--- src/design/lsu_pkg.sv ---
package lsu_pkg;

    // plain vector types
    typedef logic [31:0] addr_t;
    typedef logic [31:0] word_t;
    typedef logic [3:0]  strb_t;
    typedef logic [2:0]  axsize_t;
    typedef logic [1:0]  resp_t;
    typedef logic [63:0] mtime_t;

    // access width, same codes as the core mask field
    typedef enum logic [1:0] {
        WIDTH_NONE = 2'd0,
        WIDTH_BYTE = 2'd1,
        WIDTH_HALF = 2'd2,
        WIDTH_WORD = 2'd3
    } width_e;

    typedef enum logic [2:0] {
        IDLE,
        RD_ADDR,
        RD_DATA,
        WR_ADDR,
        WR_DATA,
        WR_RESP,
        DEV_RD,
        DONE
    } lsu_state_e;

    // core request
    typedef struct packed {
        logic   wen;
        logic   ren;
        logic   sign;
        width_e width;
        addr_t  addr;
        word_t  wdata;
    } lsu_req_t;

    typedef struct packed {
        word_t rdata;
        logic  err;
    } lsu_rsp_t;

    // aw / ar payload
    typedef struct packed {
        addr_t   addr;
        axsize_t size;
    } axi_ax_t;

    typedef struct packed {
        word_t data;
        strb_t strb;
    } axi_w_t;

    typedef struct packed {
        word_t data;
        resp_t resp;
    } axi_r_t;

    typedef struct packed {
        addr_t addr;
    } dev_rd_t;

    // timer window, low word at base and high word at base+4
    localparam addr_t CLINT_BASE = 32'ha000_0048;
    localparam addr_t CLINT_END  = 32'ha000_004f;

    localparam resp_t RESP_OKAY = 2'd0;

endpackage

--- src/design/clint_timer.sv ---
`timescale 1ns/10ps

module clint_timer
    import lsu_pkg::*;
(
    input  logic    clk,
    input  logic    rst_n,
    input  logic    rd_valid,
    input  dev_rd_t rd,
    output logic    rd_ready,
    output logic    rd_rvalid,
    output word_t   rd_data
);

    mtime_t mtime;
    word_t  data_q;
    logic   rvalid_q;
    logic   rd_fire;

    // no wait states on the read port
    assign rd_ready = 1'b1;
    assign rd_fire  = rd_valid & rd_ready;

    // free-running machine timer
    always_ff @(posedge clk or negedge rst_n) begin
        if (!rst_n) begin
            mtime <= '0;
        end else begin
            mtime <= mtime + 64'd1;
        end
    end

    always_ff @(posedge clk or negedge rst_n) begin
        if (!rst_n) begin
            rvalid_q <= 1'b0;
        end else begin
            rvalid_q <= rd_fire;
        end
    end

    // snapshot taken in the acceptance cycle, bit 2 picks the half
    always_ff @(posedge clk) begin
        if (rd_fire) begin
            data_q <= rd.addr[2] ? mtime[63:32] : mtime[31:0];
        end
    end

    assign rd_rvalid = rvalid_q;
    assign rd_data   = data_q;

endmodule

--- src/design/load_extract.sv ---
`timescale 1ns/10ps

module load_extract
    import lsu_pkg::*;
(
    input  word_t    raw,
    input  lsu_req_t req,
    input  logic     err,
    output word_t    rdata
);

    word_t shifted;
    logic  fill;

    // bring the addressed lane down to bit 0
    assign shifted = raw >> {req.addr[1:0], 3'b000};

    always_comb begin
        fill = 1'b0;
        case (req.width)
            WIDTH_BYTE: begin
                fill  = req.sign & shifted[7];
                rdata = {{24{fill}}, shifted[7:0]};
            end
            WIDTH_HALF: begin
                fill  = req.sign & shifted[15];
                rdata = {{16{fill}}, shifted[15:0]};
            end
            WIDTH_WORD: rdata = shifted;
            default:    rdata = '0;
        endcase
        // failed access returns zero
        if (err) rdata = '0;
    end

endmodule

--- src/design/lsu_ctrl.sv ---
`timescale 1ns/10ps

module lsu_ctrl
    import lsu_pkg::*;
(
    input  logic     clk,
    input  logic     rst_n,
    input  logic     req_valid,
    input  lsu_req_t req,
    input  axi_w_t   lane_w,
    input  axsize_t  lane_size,
    output logic     busy,
    output logic     done,
    output logic     rsp_err,
    output word_t    raw_rdata,
    output lsu_req_t cur_req,
    output logic     aw_valid,
    input  logic     aw_ready,
    output axi_ax_t  aw,
    output logic     w_valid,
    input  logic     w_ready,
    output axi_w_t   w,
    input  logic     b_valid,
    output logic     b_ready,
    input  resp_t    b_resp,
    output logic     ar_valid,
    input  logic     ar_ready,
    output axi_ax_t  ar,
    input  logic     r_valid,
    output logic     r_ready,
    input  axi_r_t   r,
    output logic     dev_rd_valid,
    input  logic     dev_rd_ready,
    output dev_rd_t  dev_rd,
    input  logic     dev_rd_rvalid,
    input  word_t    dev_rd_data
);

    lsu_state_e state;
    lsu_req_t   req_q;
    word_t      raw_q;
    logic       err_q;
    // timer read accepted, waiting for its data beat
    logic       dev_wait;

    function automatic logic in_clint(addr_t a);
        return (a >= CLINT_BASE) && (a <= CLINT_END);
    endfunction

    always_ff @(posedge clk or negedge rst_n) begin
        if (!rst_n) begin
            state    <= IDLE;
            err_q    <= 1'b0;
            dev_wait <= 1'b0;
        end else begin
            case (state)
                IDLE: begin
                    if (req_valid) begin
                        err_q <= 1'b0;
                        if (req.wen) begin
                            // timer window is read only
                            if (in_clint(req.addr)) begin
                                state <= DONE;
                                err_q <= 1'b1;
                            end else begin
                                state <= WR_ADDR;
                            end
                        end else if (req.ren) begin
                            state <= in_clint(req.addr) ? DEV_RD : RD_ADDR;
                        end else begin
                            state <= DONE;
                        end
                    end
                end
                RD_ADDR: begin
                    if (ar_ready) state <= RD_DATA;
                end
                RD_DATA: begin
                    if (r_valid) begin
                        err_q <= (r.resp != RESP_OKAY);
                        state <= DONE;
                    end
                end
                WR_ADDR: begin
                    if (aw_ready) state <= WR_DATA;
                end
                WR_DATA: begin
                    if (w_ready) state <= WR_RESP;
                end
                WR_RESP: begin
                    if (b_valid) begin
                        err_q <= (b_resp != RESP_OKAY);
                        state <= DONE;
                    end
                end
                DEV_RD: begin
                    if (!dev_wait) begin
                        if (dev_rd_ready) dev_wait <= 1'b1;
                    end else if (dev_rd_rvalid) begin
                        dev_wait <= 1'b0;
                        state    <= DONE;
                    end
                end
                DONE:    state <= IDLE;
                default: state <= IDLE;
            endcase
        end
    end

    // request and read word capture
    always_ff @(posedge clk) begin
        if (state == IDLE && req_valid) begin
            req_q <= req;
            raw_q <= '0;
        end else if (state == RD_DATA && r_valid) begin
            raw_q <= r.data;
        end else if (state == DEV_RD && dev_wait && dev_rd_rvalid) begin
            raw_q <= dev_rd_data;
        end
    end

    assign busy    = (state != IDLE);
    assign done    = (state == DONE);
    assign rsp_err = err_q;

    assign raw_rdata = raw_q;
    assign cur_req   = req_q;

    // handshake strobes straight from the state
    assign ar_valid     = (state == RD_ADDR);
    assign r_ready      = (state == RD_DATA);
    assign aw_valid     = (state == WR_ADDR);
    assign w_valid      = (state == WR_DATA);
    assign b_ready      = (state == WR_RESP);
    assign dev_rd_valid = (state == DEV_RD) && !dev_wait;

    // payloads follow the latched request, stable under back-pressure
    assign aw     = '{addr: req_q.addr, size: lane_size};
    assign ar     = '{addr: req_q.addr, size: lane_size};
    assign w      = lane_w;
    assign dev_rd = '{addr: req_q.addr};

endmodule

--- src/design/lsu_top.sv ---
`timescale 1ns/10ps

module lsu_top
    import lsu_pkg::*;
(
    input  logic     clk,
    input  logic     rst_n,
    input  logic     req_valid,
    input  lsu_req_t req,
    output logic     busy,
    output logic     done,
    output lsu_rsp_t rsp,
    output logic     aw_valid,
    input  logic     aw_ready,
    output axi_ax_t  aw,
    output logic     w_valid,
    input  logic     w_ready,
    output axi_w_t   w,
    input  logic     b_valid,
    output logic     b_ready,
    input  resp_t    b_resp,
    output logic     ar_valid,
    input  logic     ar_ready,
    output axi_ax_t  ar,
    input  logic     r_valid,
    output logic     r_ready,
    input  axi_r_t   r
);

    lsu_req_t cur_req;
    axi_w_t   lane_w;
    axsize_t  lane_size;
    word_t    raw_rdata;

    // timer read port
    logic     dev_rd_valid;
    logic     dev_rd_ready;
    dev_rd_t  dev_rd;
    logic     dev_rd_rvalid;
    word_t    dev_rd_data;

    lsu_ctrl lsu_ctrl_inst (
        .clk           (clk),
        .rst_n         (rst_n),
        .req_valid     (req_valid),
        .req           (req),
        .lane_w        (lane_w),
        .lane_size     (lane_size),
        .busy          (busy),
        .done          (done),
        .rsp_err       (rsp.err),
        .raw_rdata     (raw_rdata),
        .cur_req       (cur_req),
        .aw_valid      (aw_valid),
        .aw_ready      (aw_ready),
        .aw            (aw),
        .w_valid       (w_valid),
        .w_ready       (w_ready),
        .w             (w),
        .b_valid       (b_valid),
        .b_ready       (b_ready),
        .b_resp        (b_resp),
        .ar_valid      (ar_valid),
        .ar_ready      (ar_ready),
        .ar            (ar),
        .r_valid       (r_valid),
        .r_ready       (r_ready),
        .r             (r),
        .dev_rd_valid  (dev_rd_valid),
        .dev_rd_ready  (dev_rd_ready),
        .dev_rd        (dev_rd),
        .dev_rd_rvalid (dev_rd_rvalid),
        .dev_rd_data   (dev_rd_data)
    );

    // lane handling works on the latched request
    store_align store_align_inst (
        .req       (cur_req),
        .lane_w    (lane_w),
        .lane_size (lane_size)
    );

    load_extract load_extract_inst (
        .raw   (raw_rdata),
        .req   (cur_req),
        .err   (rsp.err),
        .rdata (rsp.rdata)
    );

    clint_timer clint_timer_inst (
        .clk       (clk),
        .rst_n     (rst_n),
        .rd_valid  (dev_rd_valid),
        .rd        (dev_rd),
        .rd_ready  (dev_rd_ready),
        .rd_rvalid (dev_rd_rvalid),
        .rd_data   (dev_rd_data)
    );

endmodule

--- src/design/store_align.sv ---
`timescale 1ns/10ps

module store_align
    import lsu_pkg::*;
(
    input  lsu_req_t req,
    output axi_w_t   lane_w,
    output axsize_t  lane_size
);

    logic [1:0] ofs;

    assign ofs = req.addr[1:0];

    // move store data up to its byte lane
    assign lane_w.data = req.wdata << {ofs, 3'b000};

    always_comb begin
        case (req.width)
            WIDTH_BYTE: lane_w.strb = strb_t'(4'b0001 << ofs);
            WIDTH_HALF: lane_w.strb = ofs[1] ? 4'b1100 : 4'b0011;
            WIDTH_WORD: lane_w.strb = 4'b1111;
            default:    lane_w.strb = 4'b0000;
        endcase
    end

    // AXI size code: bytes per beat as log2
    always_comb begin
        case (req.width)
            WIDTH_HALF: lane_size = 3'd1;
            WIDTH_WORD: lane_size = 3'd2;
            default:    lane_size = 3'd0;
        endcase
    end

endmodule

--- config.mk ---
export PLATFORM = sky130hd
export DESIGN_NAME = lsu_top
export DESIGN_NICKNAME = d
export VERILOG_FILES = /design/src/design/lsu_pkg.sv /design/src/design/clint_timer.sv /design/src/design/load_extract.sv /design/src/design/lsu_ctrl.sv /design/src/design/lsu_top.sv /design/src/design/store_align.sv
export SDC_FILE = /design/constraint.sdc
export NUM_CORES = 1
export LEC_CHECK = 0
export ABC_AREA = 1
export BUFFER_PORTS_ARGS = -buffer_cell sky130_fd_sc_hd__buf_2
export CORE_MARGIN = 5
export CORE_UTILIZATION = 40
export DETAILED_ROUTE_END_ITERATION = 16
export SYNTH_ARGS = -nofsm -noshare
export SYNTH_HDL_FRONTEND = slang
export SYNTH_SLANG_ARGS = --single-unit
--- constraint.sdc ---
create_clock -name clk -period 5.4 [get_ports clk]
set_input_delay 0.27 -clock clk [delete_from_list [all_inputs] [get_ports clk]]
set_output_delay 0.27 -clock clk [all_outputs]
set_load 0.005 [all_outputs]
==> out/results.tsv <==
metric	value	unit
status	complete, but fails checks	
violations_in_the_final_reports	negative hold slack	
cp_slowest_stage_delay	660	ps
residual_antenna_violating_net_count_after_detailed_routing	0	
cp-start-kind	flip-flop	
netlist_top_cells_area	sky130_fd_sc_hd__edfxtp_1 (28%), sky130_fd_sc_hd__dfrtp_1 (16%), sky130_fd_sc_hd__nand2_1 (10%), sky130_fd_sc_hd__dfxtp_1 (5.9%), sky130_fd_sc_hd__inv_1 (5.4%)	
postSynthAreaPerCell	8.31	um^2
arrival	3690	ps
critical_path_buf_inv_count	3	
dp.cells	1790	
fin_worst_hold_slack	-10.6	ps
tns	0	ps
floorplan.die.height	174	um
port_buffers	256	
final_min_period_over_clock_period	0.734	
synthesis.yosys.warnings	0	
floorplan.die_area	30300	um^2
clkTransAtPathRegs	60	ps
worst-path-stages	7	
wl	33600	um
cts_tree	done	
fraction_of_post_synthesis_cell_area_in_the_top_cell_type_by_area	0.276	
num_vias	9496	
clock_sink_count	201	
worstReg2RegEnd	lsu_ctrl_inst.cur_req[22]	
wl_per_cell	17.7	um
worstSetupPathType	reg2out	
rsz0062_at_grt	no	
fin_cells	1900	
hpwlAfterDp	26200	um
finalWeightedCongestion	0.986	
path_delay_family	simple AND/OR/NAND/NOR gates	
die-width	174	um
ys_types	35	
clock_latency	500	ps
timing_max_transition_violations_final	0	
yosys_register_bits	201	
final_net_count	1655	
worstPathRequired	5130	ps
largest_net_degree_at_the_start_of_global_routing	71	
maxSlewHeadroom	0.333	
detail_route.vias_per_cell	5.00	
leakage	0.00588	uW
layout_setup_ws	1440	ps
timing.critical_path.mode_cell	sky130_fd_sc_hd__nand2_1	
reg2reg_setup_slack	2890	ps
grt_antenna_before_repair	3	
drtPass1Iterations	5	
crit_path_max_fanout	24	
hold_viol_final	12	
grt_overflow_total	0	
num_io_pins	259	
netlist.top_cell.by_area	sky130_fd_sc_hd__edfxtp_1	
design.core.area	26700	um^2
rr_worst_depth	6	
yosysSeqAreaShare	0.498	
area_growth_syn_to_layout	22.5	%
post_cts.resized_instances	0	
drive_gt1_frac	0.206	
achievable-frequency	252	MHz
grt_pass1_vias	9351	
cts-root-buf	sky130_fd_sc_hd__clkbuf_16	
starting_density_of_the_core	0.403	
period_needed	3960	ps
grt.total_usage	0.213	
cp_cell_sequence	buf_4 > inv_1 > nand2_1 > o221ai_1 > nand2_1 > a21oi_1 > buf_2	
critical-path-slowest-cell	sky130_fd_sc_hd__nand2_1	
vdd.ir_drop.worst	0.192	mV
hp-class	in2async	
dr.first_iter.drc_count	769	
fin_worst_skew	13.5	ps
p_per_area	330	nW/um^2
setup.worst_path.end_class	output pin	
max_cap_violations	0	
dp_worst_setup_slack	2050	ps
placementRows	60	
syn-cell-area	10800	um^2
clock_tree.htree_level_count	1	
drc_errors	0	
cts_inserted_buffers	22	
finalSetupViolations	0	
r2r-start	lsu_ctrl_inst.state[2]	
worst-slew-pin-transition	1000	ps
cts_setup_buffers	0	
clk_path_buf_depth	3	
grt_pass1_wl	52200	um
synthCells	1296	
-- through the flow --
step	utilization	cell area, um^2	total power (uW)	hold slack [ps]
finish	0.494	13200	4350	-10.6
global route	0.494	13200	4590	22.7
floorplan	-	10800	2550	-25.6
CTS	0.494	13200	4390	5.98
global placement	0.442	11800	2860	447
detailed placement	0.442	11800	2870	449
-- timing repair --
item,CTS,global route
endpoints found under the hold margin,68,0
endpoints found under the setup margin,0,0
hold buffers,68,0
-- Yosys cell counts, drive strengths merged --
| library cell | instances |
|---|---|
| dfrtp | 70 |
| dfxtp | 32 |
| conb | 1 |
| mux2 | 4 |
| nand3 | 65 |
| xnor2 | 11 |
| xor2 | 45 |
| and2 | 1 |
| o21a | 29 |
| nand2 | 290 |
| buf | 91 |
| clkbuf | 22 |
| inv | 158 |
| o31ai | 1 |
| ha | 1 |
| a21oi | 62 |
| edfxtp | 99 |
| o211ai | 5 |
| clkinv | 2 |
| o221ai | 23 |
| nor3 | 31 |
| nand4 | 15 |
| nor2 | 150 |
| o21ai | 88 |
-- placed cells by master, fill, tap and decap left out, types with 45 or more instances in the layout --
cell / count
sky130_fd_sc_hd__nand2_1: 286
sky130_fd_sc_hd__dlygate4sd3_1: 68
sky130_fd_sc_hd__buf_2: 256
sky130_fd_sc_hd__dfrtp_1: 70
sky130_fd_sc_hd__a21oi_1: 62
sky130_fd_sc_hd__nor2_1: 146
sky130_fd_sc_hd__o21ai_0: 71
sky130_fd_sc_hd__inv_1: 154
sky130_fd_sc_hd__nand3_1: 63
sky130_fd_sc_hd__xor2_1: 45
sky130_fd_sc_hd__edfxtp_1: 99
-- how the worst max path moves through the flow --
| stage | from | endpoint | slack [ps] |
|---|---|---|---|
| CTS | lsu_ctrl_inst.dev_rd[1] | rsp[21] | 1500 |
| detailed placement | lsu_ctrl_inst.dev_rd[1] | rsp[17] | 2050 |
| global placement | lsu_ctrl_inst.dev_rd[1] | rsp[29] | 2210 |
| global route | lsu_ctrl_inst.dev_rd[1] | rsp[25] | 1200 |
| finish | lsu_ctrl_inst.dev_rd[1] | rsp[9] | 1440 |
| floorplan | lsu_ctrl_inst.state[0] | clint_timer_inst.rd_data[0] | 2950 |
-- sequential cells by signal (all words and copies together), names as in the netlist --
| signal | cells |
|---|---|
| lsu_ctrl_inst.cur_req | 35 |
| lsu_ctrl_inst.state | 3 |
| lsu_ctrl_inst.rsp_err | 1 |
| lsu_ctrl_inst.raw_rdata | 32 |
| clint_timer_inst.rd_data | 32 |
| clint_timer_inst.rd_rvalid | 1 |
| clint_timer_inst.mtime | 64 |
| lsu_ctrl_inst.dev_wait | 1 |
| lsu_ctrl_inst.dev_rd | 32 |
-- power by group --
part / total, uW / switching [uW] / internal (uW) / leakage, uW
combinational: 918 / 568 / 350 / 0.00339
sequential: 1970 / 145 / 1820 / 0.00214
clock: 1470 / 614 / 856 / 0.000355
-- logic make-up (layout without fill, tap and decap cells) --
group | Yosys count | after routing | synth area share
compound gates | 208 | 208 | 0.113
mux | 4 | 4 | 0.00418
fa+ha+maj | 1 | 1 | 0.00116
other cells | 1 | 4 | 0.000348
buf+inv | 273 | 533 | 0.125
simple gates | 552 | 552 | 0.212
flops | 201 | 201 | 0.498
xor+xnor | 56 | 56 | 0.0455
-- per-layer routing --
metal | up-vias | part of all wire | wire length [um] | global-route usage
met5 | - | 0.00021 | 7 | 0
met4 | 2 | 0.022 | 748 | 0.0554
met3 | 53 | 0.059 | 1990 | 0.0307
met2 | 351 | 0.48 | 16100 | 0.364
met1 | 4424 | 0.44 | 14800 | 0.285
li1 | 4666 | - | - | -
-- layout make-up --
| cell class | count | area [um^2] |
|---|---|---|
| timing repair buffer | 333 | 2030 |
| inverter | 160 | 601 |
| clock buffer | 29 | 618 |
| fill | 2629 | 13500 |
| tap | 341 | 427 |
| antenna | 2 | 5.00 |
| sequential | 201 | 5370 |
| clock inverter | 11 | 82.6 |
| multi-input combinational | 823 | 4070 |
(Power assumes the default switching activity.)
